$ cat config.mk
export PLATFORM = sky130hd
export DESIGN_NAME = amo_top
export DESIGN_NICKNAME = d
export VERILOG_FILES = /design/src/verilog/amo_pkg.sv /design/src/verilog/amo_alu.sv /design/src/verilog/amo_mem.sv /design/src/verilog/amo_rmw.sv /design/src/verilog/amo_top.sv
export SDC_FILE = /design/constraint.sdc
export NUM_CORES = 2
export LEC_CHECK = 0
export BUFFER_PORTS_ARGS = -buffer_cell sky130_fd_sc_hd__buf_2
export CAP_MARGIN = 5
export CORE_ASPECT_RATIO = 0.9
export CORE_MARGIN = 2
export CORE_UTILIZATION = 40
export DETAILED_ROUTE_END_ITERATION = 16
export SYNTH_ARGS = -nofsm -noshare
export SYNTH_HDL_FRONTEND = slang
export SYNTH_HIERARCHICAL = 1
export SYNTH_SLANG_ARGS = --single-unit
$ cat constraint.sdc
create_clock -name clk -period 6.3 [get_ports clk]
set_input_delay 0.315 -clock clk [delete_from_list [all_inputs] [get_ports clk]]
set_output_delay 0.315 -clock clk [all_outputs]
set_load 0.02 [all_outputs]
$ cat src/verilog/amo_pkg.sv
/* function codes follow the RISC-V funct5 encoding; any other code is undefined.
   when amo is set in a request, its ren and wen are ignored */

package amo_pkg;

  //////////////////////////////////////////////////////////////////////
  // atomic function codes
  //////////////////////////////////////////////////////////////////////

  // funct5 field of the RISC-V AMO instructions
  // the enum is 5 bits wide, so undefined codes can still be carried
  typedef enum logic [4:0] {
    AMOADD  = 5'b00000,
    AMOSWAP = 5'b00001,
    AMOXOR  = 5'b00100,
    AMOOR   = 5'b01000,
    AMOAND  = 5'b01100,
    // signed compare
    AMOMIN  = 5'b10000,
    AMOMAX  = 5'b10100,
    // unsigned compare
    AMOMINU = 5'b11000,
    AMOMAXU = 5'b11100
  } amo_op_t;

  //////////////////////////////////////////////////////////////////////
  // requester side control
  //////////////////////////////////////////////////////////////////////

  // request control, 8 bits
  // when amo is set, ren and wen are ignored
  // a plain request with both ren and wen set is treated as a write
  typedef struct packed {
    // read enable
    logic    ren;
    // write enable
    logic    wen;
    // atomic read-modify-write
    logic    amo;
    // atomic function, only looked at with amo
    amo_op_t op;
  } req_ctl_t;

  //////////////////////////////////////////////////////////////////////
  // memory side control
  //////////////////////////////////////////////////////////////////////

  // memory command, 2 bits
  // read data follows one cycle after ren
  // ren and wen are never set together
  typedef struct packed {
    logic ren;
    logic wen;
  } mem_cmd_t;

endpackage : amo_pkg

$ cat src/verilog/amo_alu.sv
/* purely combinational; new_dat is meaningless while op_ok is low.
   one shared adder does ADD and the MIN/MAX compares */

`timescale 1ns/1ps

module amo_alu
  import amo_pkg::*;
#(
  parameter int unsigned DAT_W = 32
) (
  // function code
  input  amo_op_t          op,
  // operand from the requester
  input  logic [DAT_W-1:0] wdt,
  // old memory word
  input  logic [DAT_W-1:0] rdt,
  // word to be written back
  output logic [DAT_W-1:0] new_dat,
  // low for undefined codes
  output logic             op_ok
);

  //////////////////////////////////////////////////////////////////////
  // shared adder
  //////////////////////////////////////////////////////////////////////

  // subtract for compares, add for AMOADD
  logic           cmp;
  // unsigned compare
  logic           uns;
  // operands extended by one bit
  logic [DAT_W:0] opa;
  logic [DAT_W:0] opb;
  // adder result, top bit is the compare sign
  logic [DAT_W:0] sum;
  // wdt below rdt
  logic           lt;

  always_comb begin
    cmp = op inside {AMOMIN, AMOMAX, AMOMINU, AMOMAXU};
    uns = op inside {AMOMINU, AMOMAXU};
    // sign extension for signed compare, zero extension for unsigned
    // the extra bit keeps wdt - rdt from overflowing
    opa = {~uns & wdt[DAT_W-1], wdt};
    opb = {~uns & rdt[DAT_W-1], rdt};
    // two's complement subtract by invert and carry in
    sum = opa + (cmp ? ~opb : opb) + {{DAT_W{1'b0}}, cmp};
    // negative difference
    lt  = sum[DAT_W];
  end

  //////////////////////////////////////////////////////////////////////
  // result select
  //////////////////////////////////////////////////////////////////////

  always_comb begin
    op_ok = 1'b1;
    case (op)
      // pass operand through
      AMOSWAP: begin
        new_dat = wdt;
      end
      // wraps silently, carry out dropped
      AMOADD: begin
        new_dat = sum[DAT_W-1:0];
      end
      AMOXOR: begin
        new_dat = wdt ^ rdt;
      end
      AMOAND: begin
        new_dat = wdt & rdt;
      end
      AMOOR: begin
        new_dat = wdt | rdt;
      end
      // smaller of the two
      AMOMIN, AMOMINU: begin
        new_dat = lt ? wdt : rdt;
      end
      // larger of the two, equal keeps operand
      AMOMAX, AMOMAXU: begin
        new_dat = lt ? rdt : wdt;
      end
      // undefined code, keep old word
      default: begin
        new_dat = rdt;
        op_ok   = 1'b0;
      end
    endcase
  end

endmodule : amo_alu

$ cat src/verilog/amo_mem.sv
/* single port; ren and wen must not be set in the same cycle.
   reset clears every word, so reset takes 2^ADR_W flops worth of fanout */

`timescale 1ns/1ps

module amo_mem
  import amo_pkg::*;
#(
  parameter int unsigned ADR_W = 6,
  parameter int unsigned DAT_W = 32
) (
  input  logic             clk,
  input  logic             rst_n,
  // command from the rmw unit
  input  mem_cmd_t         mem_cmd,
  input  logic [ADR_W-1:0] mem_adr,
  input  logic [DAT_W-1:0] mem_wdt,
  // valid the cycle after ren
  output logic [DAT_W-1:0] mem_rdt
);

  localparam int unsigned DEPTH = 2 ** ADR_W;

  // word array
  logic [DAT_W-1:0] mem [DEPTH];

  //////////////////////////////////////////////////////////////////////
  // write
  //////////////////////////////////////////////////////////////////////

  // cleared to zero on reset
  always_ff @(posedge clk or negedge rst_n) begin
    if (!rst_n) begin
      for (int i = 0; i < DEPTH; i++) begin
        mem[i] <= '0;
      end
    end else if (mem_cmd.wen) begin
      mem[mem_adr] <= mem_wdt;
    end
  end

  //////////////////////////////////////////////////////////////////////
  // read
  //////////////////////////////////////////////////////////////////////

  // registered output, holds between reads
  always_ff @(posedge clk) begin
    if (mem_cmd.ren) begin
      mem_rdt <= mem[mem_adr];
    end
  end

  // rmw unit never mixes a read and a write on the port
  a_one_cmd: assert property (@(posedge clk) disable iff (!rst_n)
    !(mem_cmd.ren && mem_cmd.wen));

endmodule : amo_mem

$ cat src/verilog/amo_rmw.sv
/* the requester must always take a response; there is no response ready.
   an atomic holds req_rdy low for one cycle while its write goes out */

`timescale 1ns/1ps

module amo_rmw
  import amo_pkg::*;
#(
  parameter int unsigned ADR_W = 6,
  parameter int unsigned DAT_W = 32
) (
  input  logic             clk,
  input  logic             rst_n,
  // request channel
  input  logic             req_vld,
  output logic             req_rdy,
  input  req_ctl_t         req_ctl,
  input  logic [ADR_W-1:0] req_adr,
  input  logic [DAT_W-1:0] req_wdt,
  // response strobe
  output logic             rsp_vld,
  output logic [DAT_W-1:0] rsp_rdt,
  output logic             rsp_err,
  // memory port
  output mem_cmd_t         mem_cmd,
  output logic [ADR_W-1:0] mem_adr,
  output logic [DAT_W-1:0] mem_wdt,
  input  logic [DAT_W-1:0] mem_rdt
);

  // request transfer
  logic             req_trn;
  // stage holding the accepted request
  logic             stg_vld;
  req_ctl_t         stg_ctl;
  logic [ADR_W-1:0] stg_adr;
  logic [DAT_W-1:0] stg_wdt;
  // alu result and code check
  logic [DAT_W-1:0] alu_dat;
  logic             alu_ok;
  // write cycle of a valid atomic
  logic             busy;
  // response carries memory data
  logic             stg_rd;

  //////////////////////////////////////////////////////////////////////
  // handshake and request stage
  //////////////////////////////////////////////////////////////////////

  assign req_rdy = ~busy;
  assign req_trn = req_vld & req_rdy;

  // control state
  always_ff @(posedge clk or negedge rst_n) begin
    if (!rst_n) begin
      stg_vld <= 1'b0;
      stg_ctl <= '0;
    end else begin
      stg_vld <= req_trn;
      if (req_trn) begin
        stg_ctl <= req_ctl;
      end
    end
  end

  // payload, only used while stg_vld
  always_ff @(posedge clk) begin
    if (req_trn) begin
      stg_adr <= req_adr;
      stg_wdt <= req_wdt;
    end
  end

  //////////////////////////////////////////////////////////////////////
  // modify
  //////////////////////////////////////////////////////////////////////

  // old word arrives straight from memory
  amo_alu #(
    .DAT_W (DAT_W)
  ) amo_alu_i (
    .op      (stg_ctl.op),
    .wdt     (stg_wdt),
    .rdt     (mem_rdt),
    .new_dat (alu_dat),
    .op_ok   (alu_ok)
  );

  // undefined codes never get the write cycle
  assign busy = stg_vld & stg_ctl.amo & alu_ok;

  //////////////////////////////////////////////////////////////////////
  // memory command
  //////////////////////////////////////////////////////////////////////

  always_comb begin
    if (busy) begin
      // write back of the atomic
      mem_cmd.ren = 1'b0;
      mem_cmd.wen = 1'b1;
      mem_adr     = stg_adr;
      mem_wdt     = alu_dat;
    end else begin
      // atomics always read first, plain write wins over plain read
      mem_cmd.ren = req_trn & (req_ctl.amo | (req_ctl.ren & ~req_ctl.wen));
      mem_cmd.wen = req_trn & ~req_ctl.amo & req_ctl.wen;
      mem_adr     = req_adr;
      mem_wdt     = req_wdt;
    end
  end

  //////////////////////////////////////////////////////////////////////
  // response
  //////////////////////////////////////////////////////////////////////

  // reads and valid atomics return the memory word, others zero
  assign stg_rd  = stg_ctl.amo ? alu_ok : (stg_ctl.ren & ~stg_ctl.wen);
  assign rsp_vld = stg_vld;
  assign rsp_rdt = stg_rd ? mem_rdt : '0;
  assign rsp_err = stg_vld & stg_ctl.amo & ~alu_ok;

  //////////////////////////////////////////////////////////////////////
  // checks
  //////////////////////////////////////////////////////////////////////

  // memory data in a response comes from a read issued one cycle before
  a_rsp_read: assert property (@(posedge clk) disable iff (!rst_n)
    (rsp_vld && stg_rd) |-> $past(mem_cmd.ren));

  // undefined atomic, next cycle only a new plain write may hit memory
  a_no_bad_write: assert property (@(posedge clk) disable iff (!rst_n)
    (req_vld && req_rdy && req_ctl.amo &&
     !(req_ctl.op inside {AMOADD, AMOSWAP, AMOXOR, AMOOR, AMOAND,
                          AMOMIN, AMOMAX, AMOMINU, AMOMAXU}))
    |=> (mem_cmd.wen == (req_vld && req_rdy && !req_ctl.amo && req_ctl.wen)));

endmodule : amo_rmw

$ cat src/verilog/amo_top.sv
/* requester must accept every response; widths are set here and passed down.
   memory is 2^ADR_W words of DAT_W bits, cleared by reset */

`timescale 1ns/1ps

module amo_top
  import amo_pkg::*;
#(
  parameter int unsigned ADR_W = 6,
  parameter int unsigned DAT_W = 32
) (
  input  logic             clk,
  input  logic             rst_n,
  // request channel
  input  logic             req_vld,
  output logic             req_rdy,
  input  req_ctl_t         req_ctl,
  input  logic [ADR_W-1:0] req_adr,
  input  logic [DAT_W-1:0] req_wdt,
  // response strobe
  output logic             rsp_vld,
  output logic [DAT_W-1:0] rsp_rdt,
  output logic             rsp_err
);

  // memory port between rmw and ram
  mem_cmd_t         mem_cmd;
  logic [ADR_W-1:0] mem_adr;
  logic [DAT_W-1:0] mem_wdt;
  logic [DAT_W-1:0] mem_rdt;

  // sequencer
  amo_rmw #(
    .ADR_W (ADR_W),
    .DAT_W (DAT_W)
  ) amo_rmw_i (
    .clk     (clk),
    .rst_n   (rst_n),
    .req_vld (req_vld),
    .req_rdy (req_rdy),
    .req_ctl (req_ctl),
    .req_adr (req_adr),
    .req_wdt (req_wdt),
    .rsp_vld (rsp_vld),
    .rsp_rdt (rsp_rdt),
    .rsp_err (rsp_err),
    .mem_cmd (mem_cmd),
    .mem_adr (mem_adr),
    .mem_wdt (mem_wdt),
    .mem_rdt (mem_rdt)
  );

  // word memory, one cycle read latency
  amo_mem #(
    .ADR_W (ADR_W),
    .DAT_W (DAT_W)
  ) amo_mem_i (
    .clk     (clk),
    .rst_n   (rst_n),
    .mem_cmd (mem_cmd),
    .mem_adr (mem_adr),
    .mem_wdt (mem_wdt),
    .mem_rdt (mem_rdt)
  );

endmodule : amo_top
* Yosys cells after proc, flatten, opt, wreduce, memory -nomap -nowiden
Cells that the tools add are included.
** Storage, ports and cells
- Input bits :: 49
- Word-level logic and storage cells :: 130
- Output and inout bits :: 35
- Bits in registers :: 2127
** Operators by class
- Add/sub/neg operators :: 2
- $lt $le $gt $ge :: 2
- Bitwise gates (word level) :: 23
- Muxes and demuxes :: 16
- Eq/ne operators :: 8
- Reduce and logical (&&, ||, !) cells :: 7
** Operators by type and width (count)
- $bwmux 2048 :: 1
- $mux 32 :: 7
- $pmux 32 s7 :: 1
- $bmux 32 s6 :: 1
- $demux 32 s6 :: 1
- $add 33x1->33 :: 1
- $add 33x33->33 :: 1
- $mux 33 :: 1
- $not 33->33 :: 1
- $and 32x32->32 :: 1
- $or 32x32->32 :: 1
- $xor 32x32->32 :: 1
- $eq 5x5->1 const B :: 4
- $and 1x1->1 :: 11
- $eq 5x4->1 const B :: 2
- $reduce_or 9->1 :: 1
- $ge 7x7->1 const B :: 1
- $lt 7x1->1 const B :: 1
- $not 6->7 :: 1
- $mux 6 :: 1
- $not 1->1 :: 6
- $eq 5x1->1 const B :: 1
- $eq 5x3->1 const B :: 1
- $logic_not 5->1 :: 1
- 7 further kinds :: 9

* Longest topological paths before layout
- Word-level depth :: 12
- Mapped depth :: 25
- Mapped depth without buffers :: 17

* Hierarchy
The synthesis kept the hierarchy.
** Modules (own cells, without submodules)
- amo_mem :: sequential area each 52210.1 um2, area each 93452.1 um2, instances 1, cells an instance 6718
- amo_alu :: sequential area each 0.0 um2, area each 5345.1 um2, instances 1, cells an instance 781
- amo_rmw :: sequential area each 1366.3 um2, area each 2572.5 um2, instances 1, cells an instance 174

* Least setup slack after synthesis
No wires, ideal clock.
- Kind :: reg-to-reg
- From :: register amo_rmw_i/stg_ctl[4] (netlist bit)
- To :: register amo_mem_i/mem[1967] (netlist bit)
- Arrival time :: 4.945 ns
- Setup slack :: 1.227 ns
- Period minus slack after synthesis :: 5.073 ns
- Library setup time :: 0.128 ns
- Data required time :: 6.172 ns
- Buffers on the path :: 6
- Cell stages (with the launch flop) :: 21
- Path through :: dfrtp_1 > or3b_1 > clkbuf_1 > clkbuf_1 > clkbuf_1 > xnor2_1 > ha_1 > buf_2 > nand3_2 > nor4_4 > o31ai_4 > and4_4 > nor3_4 > nor2_4 > a21boi_4 > nand2_4 > a221o_1 > mux2_4 > buf_1 > clkbuf_1 > mux2_1
** On the way
- Cells in the longest elaborated chain, start to end :: 12
- Elaborated cells between the ends (all ways) :: 40
- Classes of those cells :: add/sub: 2; order compare: 2; eq/ne: 8; mux: 11; bitwise: 10; reduce/logical: 7
** Ends and longest elaborated chain
- start, declared :: RTL line amo_rmw.sv:35 : req_ctl_t stg_ctl;
- start signal, assigned :: RTL line amo_rmw.sv:61 : stg_ctl <= req_ctl;
- $eq 5x5->1 :: RTL line amo_alu.sv:40, amo_alu.sv:41, amo_alu.sv:58
- $reduce_bool 2->1 :: RTL line amo_alu.sv:41 : uns = op inside {AMOMINU, AMOMAXU};
- $not 1->1 :: RTL line amo_alu.sv:44, amo_alu.sv:45
- $and 1x1->1 :: RTL line amo_alu.sv:45 : opb = {~uns & rdt[DAT_W-1], rdt};
- $not 33->33 :: RTL line amo_alu.sv:47 : sum = opa + (cmp ? ~opb : opb) + {{DAT_W{1'b0}}, cmp};
- $mux 33 :: RTL line amo_alu.sv:47
- $add 33x33->33 :: RTL line amo_alu.sv:47
- $add 33x1->33 :: RTL line amo_alu.sv:47
- $mux 32, on equally long branches :: RTL line amo_alu.sv:82, amo_alu.sv:78
- $pmux 32 s7 * :: RTL line amo_alu.sv:58 : case (op)
- named net amo_rmw_i.alu_dat[15] :: RTL line amo_rmw.sv:39 : logic [DAT_W-1:0] alu_dat;
- $mux 32 * :: RTL line amo_rmw.sv:97 : if (busy) begin
- named net mem_wdt[15] :: RTL line amo_top.sv:29 : logic [DAT_W-1:0] mem_wdt;
- $bwmux 2048 * :: RTL line amo_mem.sv:38 : mem[mem_adr] <= mem_wdt;
- end signal, assigned by index :: RTL line amo_mem.sv:38
- end, declared :: RTL line amo_mem.sv:25 : logic [DAT_W-1:0] mem [DEPTH];
The timed path passes the listed nets; every way through them passes the cells marked *.
A chain may end at the register's enable or synchronous reset.

* Final worst setup path
- From :: register amo_rmw_i/stg_ctl[4] (netlist bit)
- To :: register amo_mem_i.mem_rdt[13] (data pin)
** On the way
- Cells in the longest elaborated chain, start to end :: 9
- Elaborated cells between the ends (all ways) :: 17
- Classes of those cells :: eq/ne: 8; mux: 5; bitwise: 2; reduce/logical: 2
** Ends and longest elaborated chain
- $eq 5x5->1, or another cell as far along :: RTL line amo_alu.sv:58
- $reduce_or 9->1 (no source line) *
- $mux 1 * :: RTL line amo_alu.sv:58
- named net amo_rmw_i.alu_ok :: RTL line amo_rmw.sv:40 : logic alu_ok;
- $and 1x1->1 * :: RTL line amo_rmw.sv:90 : assign busy = stg_vld & stg_ctl.amo & alu_ok;
- $mux 6 * :: RTL line amo_rmw.sv:97
- named net mem_adr[0] :: RTL line amo_top.sv:28 : logic [ADR_W-1:0] mem_adr;
- $not 6->7 (not written as such) * :: RTL line amo_mem.sv:49 : mem_rdt <= mem[mem_adr];
- $bmux 32 s6 * :: RTL line amo_mem.sv:49
- $mux 32 (not written as such) * (2 in a row) :: RTL line amo_mem.sv:49
- end signal, assigned :: RTL line amo_mem.sv:49
- end, declared :: RTL line amo_mem.sv:19 : output logic [DAT_W-1:0] mem_rdt
The timed path passes the listed nets; every way through them passes the cells marked *. The select of a mux whose other input is x is not followed.

==> flow_summary_export.csv <==
group,metric,value,unit
outcome,outcome,"finished, final reports clean",
die,die-width,534.6,um
layout,n_fill_cell,22580,
synth,synthTopCellsByArea,"dfrtp_1, mux2_2, a221oi_1",
place,place_congestion,0.9389,
clock_tree,htree_levels,4,
die,die_h,481.6,um
timing,min_period,6.040,ns
synth,synth.top_cells.by_count,"mux2_2, dfrtp_1, clkbuf_1",
power_and_ir_drop,power_density,349.8,nW/um2
place,portBuffers,83,
timing,fmax,0.1656,GHz
clock_tree,clock_path_buffers,3,
critical_path,startpoint,"amo_rmw_i/stg_ctl[4]",
detailed_routing,wl,325900,um
critical_path,rrSetupSlack,0.26,ns
detailed_routing,wl_per_cell,29.42,um
hold_path,hold_path.startpoint,"req_wdt[5]",
flow_run,drv_cap,0,
synth,synth_edf_count,70,
die,start_util,40.19,%
synth,synth_ff_type,"dfrtp_1",
clock_tree,clock_latency,0.89,ns
timing,hold_viol_final,0,
synth,synth_most_common_cell,"mux2_2",
synth,synth_top_family_by_area,"multiplexers",
critical_path,crit_type,"reg -> reg",
synth,yosys.area_share.xor_xnor,0.5011,%
die,die-area,257500,um2
timing,final-setup-viol-count,0,
place,hpwl,202100,um
synth,synth_seq_cells,2127,
timing,slew_headroom,2.516,%
critical_path,cp.arrival,6.77,ns
clock_tree,clockRootBuffer,"clkbuf_16",
synth,yosys_warnings,6,
detailed_routing,antenna_left,0,
critical_path,worstReg2RegEnd,"amo_mem_i/mem_rdt[13]",
timing,fin_skew,0.07192,ns
synth,synth_top_area_share,50.78,%
critical_path,cp-start-kind,"flip-flop",
global_route,track_usage,25.09,%
global_route,grt_pass1_vias,68990,
detailed_routing,drc,0,
synth,synthesis.nets,7818,
synth,yosys.area.top_type,"dfrtp_1",
clock_tree,cts_tree,"yes",
timing,tns,0,ns
hold_path,hold_path_class,"in -> reg",
die,rows,175,
clock_tree,clkTransAtPathRegs,0.07,ns
critical_path,r2r_cells,16,
layout,drive_above_1_share,40.04,%
synth,async_flop_share,96.71,%
detailed_routing,initialDrtViolationCount,6628,
critical_path,r2r_start,"amo_rmw_i/stg_ctl[4]",
global_route,antenna_found_initial,27,
synth,synth_area,101400,um2
global_route,grt_pass1_wl,481500,um
detailed_routing,avgViaCountPerCell,6.117,
clock_tree,clock_sinks,2127,
layout,area_growth,11.99,%
critical_path,critical_path_peak_fanout,40,
synth,synthCells,7673,
synth,synthMuxAreaShare,28.24,%
synth,ys_types,109,
synth,avgSynthCellArea,13.21,um2
die,io_pins,84,
synth,yosysSeqAreaShare,52.85,%
layout,fin_nets,7647,
critical_path,cp.required,7.03,ns
detailed_routing,dr.pass1.iters,7,
power_and_ir_drop,peakVddDrop,0.3357,mV
timing,setup_slack,0.2599,ns
global_route,grt_max_degree,192,
timing,tightest_slew,1.462,ns
clock_tree,cts_setup_buffers,0,
synth,synth_fa_ha_area_share,1.192,%
timing,grt_setup_unrepaired,"no",
timing,slew_violations,0,
power_and_ir_drop,p_leak,52.86,nW
place,dp_slack,0.6341,ns
clock_tree,cts_made_buffers,220,
synth,synth-compound-area-share,10.25,%
die,core_area,252200,um2
hold_path,min_path_cells,2,
global_route,grt.overflow.total,0,
timing,fin_crit_sh,95.88,%
critical_path,critPathCaptureType,"flip-flop",
detailed_routing,vias,67750,
hold_path,hold_end,"amo_rmw_i/stg_wdt[5]",
synth,synth_simple_gate_area_share,3.107,%
-- power by group --
part / total [mW] / internal [mW] / switching, mW
Clock: 13.4 / 7.66 / 5.74
Combinational: 8.81 / 3.75 / 5.06
Sequential: 17.5 / 16.2 / 1.31
Total: 39.7 / 27.6 / 12.1
-- per-stage QoR --
step           total power [mW]  cells  utilization, %  area, um2  hold WS (ns)
3_3_place_gp              26.03  10580           41.77     105400        0.3036
4_1_cts                   39.80  11050           44.98     113500        0.1664
3_5_place_dp              26.40  10580           41.77     105400        0.3065
5_1_grt                   41.34  11070           45.00     113500        0.1896
6_report                  39.71  11080           45.01     113500        0.2087
2_1_floorplan             23.16   7673               -     101400       0.01941
-- registers in the layout, summed over array words and instances, names as in the netlist --
signal             flops
amo_rmw_i/stg_adr      6
amo_rmw_i/stg_wdt     32
amo_rmw_i/stg_ctl      8
amo_rmw_i/rsp_vld      1
amo_mem_i/mem_rdt     32
amo_mem_i/mem       2048
-- cell type report --
| class | instances | area [um2] | area share [%] |
|---|---|---|---|
| tap | 3363 | 4208 | 3.707 |
| timing repair buffer | 406 | 3578 | 3.152 |
| antenna | 29 | 72.57 | 0.06393 |
| multi-input combinational | 4666 | 44330 | 39.05 |
| sequential | 2127 | 53580 | 47.20 |
| inverter | 81 | 319.1 | 0.2810 |
| clock inverter | 69 | 934.6 | 0.8233 |
| clock buffer | 335 | 6501 | 5.727 |
-- cells in the final DEF (no fill, tap or decap), types with 21 or more instances in the layout --
cell type      count
a211oi_1          23
inv_1             76
clkbuf_16        223
a22oi_1          224
xnor2_1           48
a221oi_1         379
mux2_1            24
and3_1            21
or3_1             32
mux4_2           122
o211ai_1          29
buf_2             82
dfrtp_1         2056
buf_12            46
clkbuf_1          62
diode_2           29
a21boi_0          32
nand4_1           41
dlygate4sd3_1     64
nand3_1           21
mux2_2          2113
o22ai_1           68
clkbuf_8          50
mux2_4            33
buf_4            214
nor2_1           216
nor2_4            36
o21ai_0          192
nand2_1          137
nor3_1            53
a22o_1            74
nand2_2           29
edfxtp_1          70
a21oi_1          230
clkinv_2          31
ha_1              95
mux2i_1          109
-- cell families (layout without fill, tap and decap cells) --
logic type,after synthesis,after routing
multiplexers,2411,2411
adder cells (fa/ha/maj),96,96
flip-flops,2127,2127
other,0,29
AO/OA/AOI/OAI,1431,1431
XOR/XNOR,58,58
AND/OR/NAND/NOR,670,670
buffers and inverters,880,891
-- worst max path at each step --
stage	cells after the start	slack, ns	endpoint
after floorplan	20	1.23	amo_mem_i/mem[1967]
after global placement	16	0.64	amo_mem_i/mem_rdt[13]
after detailed placement	15	0.63	amo_mem_i/mem[1362]
after CTS	15	0.58	amo_mem_i/mem[1362]
after global routing	15	0.23	amo_mem_i/mem[558]
final	16	0.26	amo_mem_i/mem_rdt[13]
-- routing by layer --
layer	share of wire [%]	wire, um	GRT usage [%]
met1	44	142400	35.22
met2	45	145000	38.24
met3	7.8	25500	5.061
met4	4.0	12890	9.611
met5	0.011	37	0
-- critical path: stages, from the launching register on --
cell and delay, ns:
dfrtp_1 0.38, buf_4 0.20, nor4_1 0.42, and2_1 0.34
nor2_2 0.08, clkinv_1 0.08, and3_4 0.28, inv_8 0.13
mux2_8 0.51, nor2_4 0.57, buf_4 0.49, buf_4 0.43
a221oi_1 0.16, a21oi_1 0.24, a21oi_1 0.13, o22ai_1 1.15
or3_1 0.23
-- repair_timing --
action                    4_1_cts  5_1_grt
resized for setup               0        0
hold endpoints to repair      472        0
hold buffers                   64        0
Note: power is estimated with default switching activity, not from simulation.
